--- src/common/uart_defs.svh ---
// --------------------
// Baud figures are fixed at build time; CLK_FREQ must be a whole multiple of BAUD_RATE
// --------------------

`ifndef UART_DEFS_SVH
`define UART_DEFS_SVH

// Short clock so simulation stays fast
`define UART_CLK_FREQ      1600000
`define UART_BAUD_RATE     100000
`define UART_DATA_BITS     8       // No parity, one stop bit on transmit

// Clocks in one bit period, 16 here
`define UART_CLKS_PER_BIT  (`UART_CLK_FREQ / `UART_BAUD_RATE)

`define UART_RX_FIFO_DEPTH 8  // Received words
`define UART_TX_FIFO_DEPTH 4  // Bytes waiting to go out

`endif

--- src/common/uart_pkg.sv ---
// --------------------
// Widths follow the macros in uart_defs.svh
// --------------------

`include "uart_defs.svh"

package uart_pkg;

	// One character
	typedef logic [`UART_DATA_BITS-1:0] uart_byte_t;

	// Counts clocks within one bit period
	typedef logic [$clog2(`UART_CLKS_PER_BIT)-1:0] baud_cnt_t;

	// Start bit, data bits and stop bit
	typedef logic [$clog2(`UART_DATA_BITS+2)-1:0] bit_cnt_t;

	typedef enum logic {
		RX_IDLE,    // Waiting for a falling edge
		RX_CAPTURE  // Inside a frame
	} rx_state_t;

	typedef enum logic {
		TX_IDLE,  // Line held high
		TX_SHIFT  // Frame going out
	} tx_state_t;

	// Received character with its status
	typedef struct packed {
		logic       frame_err; // Stop bit read low
		uart_byte_t data;
	} rx_word_t;

endpackage

--- src/uart/uart_rx.sv ---
// --------------------
// 8N1 receiver, any number of stop bits, one sample per bit at the midpoint
// rx_data is only meaningful in the cycle rx_valid is high
// --------------------

`include "uart_defs.svh"

module uart_rx (
	input  logic               clk,
	input  logic               sresetn,
	input  logic               serial_in,
	output logic               rx_valid,
	output uart_pkg::rx_word_t rx_data
);

	import uart_pkg::*;

	localparam baud_cnt_t LAST_BAUD = baud_cnt_t'(`UART_CLKS_PER_BIT - 1);
	localparam baud_cnt_t HALF_BIT  = baud_cnt_t'(`UART_CLKS_PER_BIT / 2); // Midpoint
	localparam bit_cnt_t  STOP_IDX  = bit_cnt_t'(`UART_DATA_BITS + 1);     // Start is index 0

	rx_state_t state;
	baud_cnt_t baud_cnt;  // Clock within current bit
	bit_cnt_t  bit_cnt;   // Current bit of the frame
	logic      line;      // Synchronized serial input
	logic      line_prev; // Previous sample, for edge detection
	logic      sample_now;

	// Pin to clock domain
	cdc_sync sync_i (
		.clk      (clk),
		.sresetn  (sresetn),
		.in_async (serial_in),
		.out_sync (line)
	);

	assign sample_now = (state == RX_CAPTURE) && (baud_cnt == HALF_BIT);

	always_ff @(posedge clk) begin
		if (!sresetn) begin
			state     <= RX_IDLE;
			baud_cnt  <= '0;
			bit_cnt   <= '0;
			rx_valid  <= 1'b0;
			line_prev <= 1'b1;
		end else begin
			rx_valid  <= 1'b0; // Pulse only
			line_prev <= line;
			case (state)
				RX_IDLE: begin
					baud_cnt <= '0;
					bit_cnt  <= '0;
					// Falling edge only, so a low stop bit cannot start a false frame
					if (!line && line_prev)
						state <= RX_CAPTURE;
				end
				RX_CAPTURE: begin
					if (baud_cnt == LAST_BAUD) begin // Bit period done
						baud_cnt <= '0;
						bit_cnt  <= bit_cnt + 1'b1;
					end else begin
						baud_cnt <= baud_cnt + 1'b1;
					end
					// Done at stop midpoint, ready for the next start edge
					if (sample_now && bit_cnt == STOP_IDX) begin
						state    <= RX_IDLE;
						rx_valid <= 1'b1;
					end
				end
				default: state <= RX_IDLE;
			endcase
		end
	end

	// Payload capture
	always_ff @(posedge clk) begin
		if (sample_now) begin
			if (bit_cnt == STOP_IDX)
				rx_data.frame_err <= ~line; // Stop must be high
			else if (bit_cnt != '0) // Skip the start bit
				rx_data.data <= {line, rx_data.data[`UART_DATA_BITS-1:1]}; // LSB arrives first
		end
	end

endmodule

--- src/uart/uart_tx.sv ---
// --------------------
// 8N1 serializer; start is taken only while busy is low
// --------------------

`include "uart_defs.svh"

module uart_tx (
	input  logic                 clk,
	input  logic                 sresetn,
	input  logic                 start,
	input  uart_pkg::uart_byte_t tx_byte,
	output logic                 serial_out,
	output logic                 busy
);

	import uart_pkg::*;

	localparam int        FRAME_BITS = `UART_DATA_BITS + 2; // Start, data, stop
	localparam baud_cnt_t LAST_BAUD  = baud_cnt_t'(`UART_CLKS_PER_BIT - 1);
	localparam bit_cnt_t  LAST_BIT   = bit_cnt_t'(FRAME_BITS - 1);

	tx_state_t               state;
	baud_cnt_t               baud_cnt;
	bit_cnt_t                bit_cnt;   // Bit now on the line
	logic [FRAME_BITS-1:0]   shift_reg; // LSB drives the line

	// Line reads high whenever nothing is shifting
	assign serial_out = shift_reg[0];
	assign busy       = (state == TX_SHIFT);

	always_ff @(posedge clk) begin
		if (!sresetn) begin
			state     <= TX_IDLE;
			baud_cnt  <= '0;
			bit_cnt   <= '0;
			shift_reg <= '1; // Idle high
		end else begin
			case (state)
				TX_IDLE: begin
					baud_cnt <= '0;
					bit_cnt  <= '0;
					if (start) begin
						shift_reg <= {1'b1, tx_byte, 1'b0}; // Stop, data, start
						state     <= TX_SHIFT;
					end
				end
				TX_SHIFT: begin
					if (baud_cnt == LAST_BAUD) begin
						baud_cnt  <= '0;
						// Fill with ones so the line rests high after the stop bit
						shift_reg <= {1'b1, shift_reg[FRAME_BITS-1:1]};
						if (bit_cnt == LAST_BIT)
							state <= TX_IDLE; // Tenth period over
						else
							bit_cnt <= bit_cnt + 1'b1;
					end else begin
						baud_cnt <= baud_cnt + 1'b1;
					end
				end
				default: state <= TX_IDLE;
			endcase
		end
	end

endmodule

--- src/verilog/byte_fifo.sv ---
// --------------------
// First-word-fall-through; push when full and pop when empty are dropped
// --------------------

module byte_fifo #(
	parameter int DEPTH = 8,
	parameter int WIDTH = 8
) (
	input  logic             clk,
	input  logic             sresetn,
	input  logic             push,
	input  logic [WIDTH-1:0] push_data,
	input  logic             pop,
	output logic [WIDTH-1:0] head,
	output logic             empty,
	output logic             full
);

	localparam int PTR_W = (DEPTH > 1) ? $clog2(DEPTH) : 1;
	localparam int CNT_W = $clog2(DEPTH + 1);

	localparam logic [PTR_W-1:0] LAST_SLOT = PTR_W'(DEPTH - 1);
	localparam logic [CNT_W-1:0] FULL_CNT  = CNT_W'(DEPTH);

	logic [WIDTH-1:0] mem [DEPTH];
	logic [PTR_W-1:0] wr_ptr;
	logic [PTR_W-1:0] rd_ptr;
	logic [CNT_W-1:0] count; // Words held
	logic             do_push;
	logic             do_pop;

	assign do_push = push && !full;
	assign do_pop  = pop && !empty;
	assign empty   = (count == '0);
	assign full    = (count == FULL_CNT);
	assign head    = mem[rd_ptr]; // Valid while not empty

	always_ff @(posedge clk) begin
		if (!sresetn) begin
			wr_ptr <= '0;
			rd_ptr <= '0;
			count  <= '0;
		end else begin
			if (do_push)
				wr_ptr <= (wr_ptr == LAST_SLOT) ? '0 : wr_ptr + 1'b1;
			if (do_pop)
				rd_ptr <= (rd_ptr == LAST_SLOT) ? '0 : rd_ptr + 1'b1;
			case ({do_push, do_pop})
				2'b10:   count <= count + 1'b1;
				2'b01:   count <= count - 1'b1;
				default: count <= count; // Both or neither
			endcase
		end
	end

	always_ff @(posedge clk) begin
		if (do_push)
			mem[wr_ptr] <= push_data;
	end

endmodule

--- src/verilog/cdc_sync.sv ---
// --------------------
// Single-bit levels only; output lags input by 2 clocks
// --------------------

module cdc_sync (
	input  logic clk,
	input  logic sresetn,
	input  logic in_async,
	output logic out_sync
);

	logic meta; // First stage, may go metastable

	always_ff @(posedge clk) begin
		if (!sresetn) begin
			meta     <= 1'b1; // Idle-high serial line
			out_sync <= 1'b1;
		end else begin
			meta     <= in_async;
			out_sync <= meta;
		end
	end

endmodule

--- src/verilog/uart_core.sv ---
// --------------------
// Strobe interface, host watches rx_empty and tx_full
// A word arriving with the receive FIFO full is lost and flagged on rx_overrun
// --------------------

`include "uart_defs.svh"

module uart_core (
	input  logic                 clk,
	input  logic                 sresetn,
	input  logic                 serial_in,
	output logic                 serial_out,
	input  logic                 tx_push,
	input  uart_pkg::uart_byte_t tx_byte,
	output logic                 tx_full,
	input  logic                 rx_pop,
	output uart_pkg::rx_word_t   rx_word,
	output logic                 rx_empty,
	output logic                 rx_overrun
);

	import uart_pkg::*;

	logic       rx_valid;
	rx_word_t   rx_data;  // Receiver output, good only with rx_valid
	logic       rx_full;
	uart_byte_t tx_head;  // Next byte to send
	logic       tx_empty;
	logic       tx_busy;
	logic       tx_start;

	uart_rx rx_i (
		.clk       (clk),
		.sresetn   (sresetn),
		.serial_in (serial_in),
		.rx_valid  (rx_valid),
		.rx_data   (rx_data)
	);

	// Dropped by the FIFO itself when full
	byte_fifo #(
		.DEPTH (`UART_RX_FIFO_DEPTH),
		.WIDTH ($bits(rx_word_t))
	) rx_fifo_i (
		.clk       (clk),
		.sresetn   (sresetn),
		.push      (rx_valid),
		.push_data (rx_data),
		.pop       (rx_pop),
		.head      (rx_word),
		.empty     (rx_empty),
		.full      (rx_full)
	);

	always_ff @(posedge clk) begin
		if (!sresetn)
			rx_overrun <= 1'b0;
		else
			rx_overrun <= rx_valid && rx_full; // Lines up with the push it replaces
	end

	byte_fifo #(
		.DEPTH (`UART_TX_FIFO_DEPTH),
		.WIDTH ($bits(uart_byte_t))
	) tx_fifo_i (
		.clk       (clk),
		.sresetn   (sresetn),
		.push      (tx_push),
		.push_data (tx_byte),
		.pop       (tx_start), // Head leaves as the transmitter takes it
		.head      (tx_head),
		.empty     (tx_empty),
		.full      (tx_full)
	);

	// Feed the transmitter whenever it is free
	assign tx_start = !tx_empty && !tx_busy;

	uart_tx tx_i (
		.clk        (clk),
		.sresetn    (sresetn),
		.start      (tx_start),
		.tx_byte    (tx_head),
		.serial_out (serial_out),
		.busy       (tx_busy)
	);

endmodule
--- config.mk ---
export PLATFORM = sky130hd
export DESIGN_NAME = uart_core
export DESIGN_NICKNAME = d
export VERILOG_FILES = /design/src/common/uart_pkg.sv /design/src/uart/uart_rx.sv /design/src/uart/uart_tx.sv /design/src/verilog/byte_fifo.sv /design/src/verilog/cdc_sync.sv /design/src/verilog/uart_core.sv
export VERILOG_INCLUDE_DIRS = /design/src /design/src/common
export SDC_FILE = /design/constraint.sdc
export NUM_CORES = 1
export LEC_CHECK = 0
export ABC_AREA = 1
export BUFFER_PORTS_ARGS = -buffer_cell sky130_fd_sc_hd__clkbuf_2
export CORE_ASPECT_RATIO = 0.6
export CORE_MARGIN = 3
export CORE_UTILIZATION = 50
export DETAILED_ROUTE_END_ITERATION = 8
export HOLD_SLACK_MARGIN = 0.03
export PLACE_DENSITY = 0.74
export SLEW_MARGIN = 10
export SYNTH_ARGS = -nofsm -noshare
export SYNTH_HDL_FRONTEND = slang
export SYNTH_SLANG_ARGS = --single-unit
--- constraint.sdc ---
create_clock -name clk -period 2.1 [get_ports clk]
set_clock_uncertainty 0.2 [all_clocks]
set_input_delay 0.315 -clock clk [delete_from_list [all_inputs] [get_ports clk]]
set_output_delay 0.315 -clock clk [all_outputs]
set_load 0.005 [all_outputs]
# After elaboration in Yosys (flattened, before gate mapping)

Memory sizes are Yosys's and may differ from the RTL's. A register that Yosys moved wholly into a read port is not among the register bits.
Index checks and enable logic that the tools add are counted.

Add/sub/neg operators: 12
Multipliers: 0
Div/mod/pow operators: 0
Magnitude comparators: 0
Equal/unequal tests: 19
Shift operators: 0
Muxes and demuxes: 34
Bitwise gates (word level): 4
Reduce and logical (&&, ||, !) cells: 25

Operators with widths:

| cell                                                             | count |
|---|---|
| 4-bit one-hot mux with 2 select lines                            | 5 |
| 4-bit == test (second input constant)                            | 6 |
| 4-bit by 1-bit adder with 4-bit output (second input constant)   | 5 |
| 10-bit 2-to-1 mux                                                | 2 |
| 4-bit 2-to-1 mux                                                 | 5 |
| 10-bit one-hot mux with 2 select lines                           | 1 |
| 3-bit 2-to-1 mux                                                 | 4 |
| 1-bit 2-to-1 mux                                                 | 10 |
| 3-bit by 1-bit adder with 3-bit output (second input constant)   | 3 |
| 3-bit == test (second input constant)                            | 3 |
| 1-bit logical AND                                                | 9 |
| 2-bit == test (second input constant)                            | 4 |
| 2-bit 2-to-1 mux                                                 | 4 |
| 2-bit inequality test (second input constant)                    | 4 |
| 2-bit AND reduction                                              | 4 |
| 1-bit logical NOT                                                | 6 |
| 3-bit one-hot mux with 2 select lines                            | 1 |
| 2-bit by 1-bit adder with 2-bit output (second input constant)   | 2 |
| 2-bit by 1-bit == test with 1-bit output (second input constant) | 2 |
| 4-bit logical NOT                                                | 1 |
| 1-bit inverter                                                   | 4 |
| 1-bit one-hot mux with 2 select lines                            | 2 |
| 2-bit nonzero test                                               | 2 |
| 4-bit nonzero test                                               | 1 |
| other kinds (4)                                                  | 4 |

Register bits: 59
Latch bits: 0
Bits in writable memories: 104
Memory bits (read-only): 0
Input port bits: 13
Logic and storage cells: 116
Memories: 2

Memory list:

| memory        | depth | width | read ports | clocked after memory_dff | wr ports | line            | RTL |
|---|---|---|---|---|---|---|---|
| rx_fifo_i.mem | 8     | 9     | 1          | 1                        | 1        | byte_fifo.sv:25 | `logic [WIDTH-1:0] mem [DEPTH];` |
| tx_fifo_i.mem | 4     | 8     | 1          | 1                        | 1        | byte_fifo.sv:25 |  |

# Logic depth before layout (Yosys ltp)

Depth in word-level cells: 6
Mapped depth: 14
Mapped depth without buffers: 14

# Modules after synthesis

From an unflattened synthesis, not the netlist that was laid out.

Cell total of the unflattened synthesis: 646
Area, all modules: 6937.9 µm²

By module, submodules not included:

| module                 | instances | cells an instance | area an instance (µm²) | seq. area each (µm²) |
|---|---|---|---|---|
| byte_fifo at rx_fifo_i | 1         | 296               | 3528.4                 | 2422.3 |
| byte_fifo at tx_fifo_i | 1         | 147               | 1691.6                 | 1141.1 |
| uart_tx                | 1         | 123               | 855.8                  | 360.3 |
| uart_rx                | 1         | 69                | 769.5                  | 490.5 |
| cdc_sync               | 1         | 6                 | 55.1                   | 40.0 |
| uart_core              | 1         | 5                 | 37.5                   | 20.0 |

# Least setup slack after synthesis

OpenSTA, ideal clock, no wires.

Path kind: reg-to-reg
From: register tx_fifo_i.count[0]
To: register tx_fifo_i.count[2]
Setup time: 0.122 ns
Arrival time: 1.646 ns
Required time: 1.778 ns
Slack: 0.132 ns
Stages on the path, launching flop included: 12
Path through: dfxtp_1 -> inv_1 -> nand3_1 -> nand2_1 -> inv_1 -> ha_1 -> inv_1 -> fa_1 -> a21oi_1 -> o21ai_0 -> o21ai_0 -> a21oi_1

Longest elaborated chain between the ends: 6
Elaborated cells between the ends (all ways): 13
Those cells by class: add/sub: 2; eq/ne: 3; mux: 1; reduce/logical: 7

RTL lines:

| item                                                                               | line                             | RTL |
|---|---|---|
| from (decl)                                                                        | byte_fifo.sv:28                  | `logic [CNT_W-1:0] count;` |
| from (signal assigned)                                                             | byte_fifo.sv:49                  | `2'b10: count <= count + 1'b1;` |
| from (signal assigned)                                                             | byte_fifo.sv:50                  | `2'b01: count <= count - 1'b1;` |
| from (signal assigned)                                                             | byte_fifo.sv:51                  | `default: count <= count;` |
| 3-bit logical NOT (*)                                                              | byte_fifo.sv:34                  | `assign empty = (count == '0);` |
| 1-bit logical NOT (*)                                                              | byte_fifo.sv:33, uart_core.sv:77 |  |
| 1-bit logical AND                                                                  | uart_core.sv:77                  | `assign tx_start = !tx_empty && !tx_busy;` |
| 1-bit logical AND (*)                                                              | byte_fifo.sv:33                  | `assign do_pop = pop && !empty;` |
| via tx_fifo_i.do_pop                                                               | byte_fifo.sv:30                  | `logic do_pop;` |
| 2-bit by 1-bit == test with 1-bit output / 2-bit == test (equally long branches)   | byte_fifo.sv:48                  | `case ({do_push, do_pop})` |
| 3-bit one-hot mux with 2 select lines / 2-bit nonzero test (equally long branches) | -                                |  |

Mark *: on every way through the listed nets, which the timed path passes. The rest lies on a longest branch.
A chain may end at the register's enable or synchronous reset.

==> flow_summary.ini <==
[cts]
cts_tree = yes
clock_latency_ns = 0.42
path_clk_slew_ns = 0.06
cts-root-buf = clkbuf_16
cts_buffers = 17
clock_tree.buffer_depth = 2
htreeDepth = 4
clock_sinks = 167

[setup_path]
path_delay_family = flip-flops
crit_path_max_incr_delay_ns = 0.38
rr_startpoint = tx_fifo_i.count[2]
cp_slowest_cell = dfxtp_4
critical_path_arrival_ns = 1.66
end_kind = output port
cp.required_ns = 1.58
cp-start-kind = register
worstSetupPathType = reg -> out
cp_cell_sequence = buf_12 -> buf_16 -> mux2i_1 -> o22ai_1 -> nand2_1 -> nand2_2 -> clkbuf_2
r2r_slack_ns = 0.04
worstPathMaxFanout = 7
crit_buf_inv = 3

[detailed_routing]
drt_wl_total_mm = 14.16
vias_per_cell = 5.291
wl_per_cell_um = 16.16
drc = 0
drt_pass1_iterations = 5
vias = 4635
ant_nets = 0
drt-initial-drc-count = 523

[timing]
tns_ns = -0.2016
worst_slack_ns = -0.07310
final-setup-viol-count = 6
finalMaxSlewViolations = 0
final_hold_viol_count = 0
period_needed_ns = 2.173
tightest_slew_ns = 0.3719
slew_headroom = 0.7505
rsz0062_at_grt = true
period_share = 1.035
fmax_mhz = 460.2

[synth]
yosysSeqAreaShare = 0.6564
synth_cell_types = 37
syn_nets = 654
synth_compound_area_frac = 0.08095
synth_mux_area_frac = 0.01322
syn-cell-area_mm2 = 0.006817
synthAdderAreaFrac = 0.04148
yosysWarnings = 0
ys_seq_elements = 167
synth_top_family_by_area = simple AND/OR/NAND/NOR gates
avgSynthCellArea_um2 = 11.01
synth_xor_area_frac = 0.005140
syn_inst = 619
yosys.area_share.simple = 0.1533

[global_routing]
grt_use_met2 = 0.3188
overflow = 0
grt_pass1_wl_mm = 23.03
use_met3 = 0.05874
grt_max_degree = 37
grt_busiest_layer = met2
grtUsageMet1 = 0.2661
antenna_found_initial = 0
grt_pass1_vias = 4672
track_usage = 0.2000

[die]
rows = 32
fp.dieH_um = 96.44
fp.dieW_um = 156.7
initial_core_util = 0.5206
io_pins = 26
core_mm2 = 0.01309
fp.dieArea_mm2 = 0.01512

[final_layout]
top_regs = rx_fifo_i.mem (72), tx_fifo_i.mem (32)
post-route-util = 0.6282
top_register = rx_fifo_i.mem
n_antenna_cell = 0
nNetsFinal = 728
layout.cells.non_filler = 876
final_cell_area_mm2 = 0.008225
final_cell_mix = edfxtp_1, nand2_1, nor2_1, dfxtp_1, inv_1
area_growth_pct = 20.67
final_common_cell = edfxtp_1
drive_above_1_share = 0.2040
largest_reg_flops = 72

[min_path]
min_from = sresetn
min_path_type = in -> reg

[power]
power.density_mw_per_mm2 = 1259
vdd_drop_max_mv = 0.6654
p_seq_frac = 0.387
p_total_mw = 10.35
p_int_mw = 6.905
pwr-share-clk = 0.289
comb_power_share = 0.325
p_leak_nw = 3.168
swShare = 0.3331
p_switching_mw = 3.449

[status]
outcome = finished, violations left
failed_checks = setup timing

[placement]
dp.cells = 823
globalplace.congestion = 0.8104
dp_hpwl_mm = 8.931
port_buffers = 25
dpl_cell_area_mm2 = 0.007256

[flow_run]
max-cap-violations = 0
==> layout make-up <==
| class | count | area [um^2] |
|---|---|---|
| repair buffers | 74 | 646.9 |
| multi-input cells | 380 | 2098 |
| fillers | 960 | 4867 |
| flip-flops and latches | 167 | 4486 |
| clock buffers | 19 | 432.9 |
| clock inverters | 13 | 135.1 |
| inverters | 53 | 214.0 |
| well taps | 170 | 212.7 |
==> power groups by stage <==
| stage | Combinational (mW) | Sequential, mW | Clock (mW) |
|---|---|---|---|
| floorplan | 1.93 | 3.97 | 0 |
| global placement | 2.57 | 4.02 | 0 |
| detailed placement | 2.70 | 4.04 | 0 |
| CTS | 3.16 | 3.99 | 3.03 |
| global route | 3.75 | 4.03 | 3.19 |
| finish | 3.36 | 4.00 | 2.99 |
==> worst paths after layout <==
check / to / cells past startpoint
max: rx_word[8] / 7
min reg2reg: rx_i.sync_i.out_sync / 1
min: rx_i.line_prev / 2
max reg2reg: tx_fifo_i.count[2] / 11
==> cells in the mapped netlist <==
master / n / area (um^2)
inv_1: 46 / 172.7
inv_2: 4 / 15.01
buf_4: 6 / 45.04
or2_2: 2 / 12.51
mux2i_1: 9 / 90.09
nor2_1: 81 / 304.0
nor2_4: 1 / 11.26
o22ai_1: 9 / 56.30
nand2_4: 1 / 11.26
o211ai_1: 9 / 67.56
dfxtp_1: 54 / 1081
o211a_1: 2 / 20.02
nor4_1: 1 / 6.260
nand2_1: 105 / 394.1
and3_1: 1 / 6.260
nand4_1: 1 / 6.260
inv_4: 2 / 12.51
buf_6: 4 / 45.04
edfxtp_1: 113 / 3393
clkinv_1: 1 / 3.750
o21ai_1: 13 / 65.06
ha_1: 21 / 262.8
nand3_1: 38 / 190.2
buf_2: 8 / 40.04
nand3_4: 1 / 17.52
a211oi_1: 2 / 15.01
xnor2_1: 3 / 26.28
a21oi_1: 18 / 90.09
fa_1: 1 / 20.02
o21ai_0: 46 / 230.2
xor2_1: 1 / 8.760
nor3_1: 3 / 15.01
o21bai_1: 1 / 7.510
nand3_2: 2 / 20.02
nor2_2: 3 / 18.77
nand2_2: 5 / 31.28
clkbuf_1: 1 / 3.750
==> worst reg2reg max path, delay by kind of cell, from the launching register on <==
| family | cells | cell delay (ns) |
|---|---|---|
| simple gates | 2 | 0.18 |
| compound gates | 4 | 0.46 |
| fa+ha+maj | 2 | 0.53 |
| buf+inv | 3 | 0.24 |
| flops | 1 | 0.35 |
==> layer usage <==
layer / part of all wire / vias up
li1: - / 2282
met1: 0.46 / 2214
met2: 0.47 / 122
met3: 0.059 / 17
met4: 0.011 / 0
met5: 0 / -
==> cells by family after synthesis <==
group,count (synthesis)
AO/OA/AOI/OAI,100
XOR/XNOR,4
adder cells (fa/ha/maj),22
buffers and inverters,72
flip-flops,167
multiplexers,9
AND/OR/NAND/NOR,245
==> metrics by stage <==
stage	hold WS [ns]	worst slack, ns
after floorplan	0.1925	0.1317
after global placement	0.2063	0.08393
after detailed placement	0.2188	-0.09817
after CTS	0.09870	-0.05911
after global routing	0.1219	-0.1360
final	0.1132	-0.07310
==> repair_timing <==
item | in CTS | in global routing
hold endpoints to repair | 33 | 0
resized for setup | 36 | 28
buffers inserted | 6 | 3
setup endpoints to repair | 11 | 13
pin swaps | 6 | 16
hold buffers | 9 | 0
cloned | 3 | 0
Note: power is estimated with default switching activity, not from simulation.
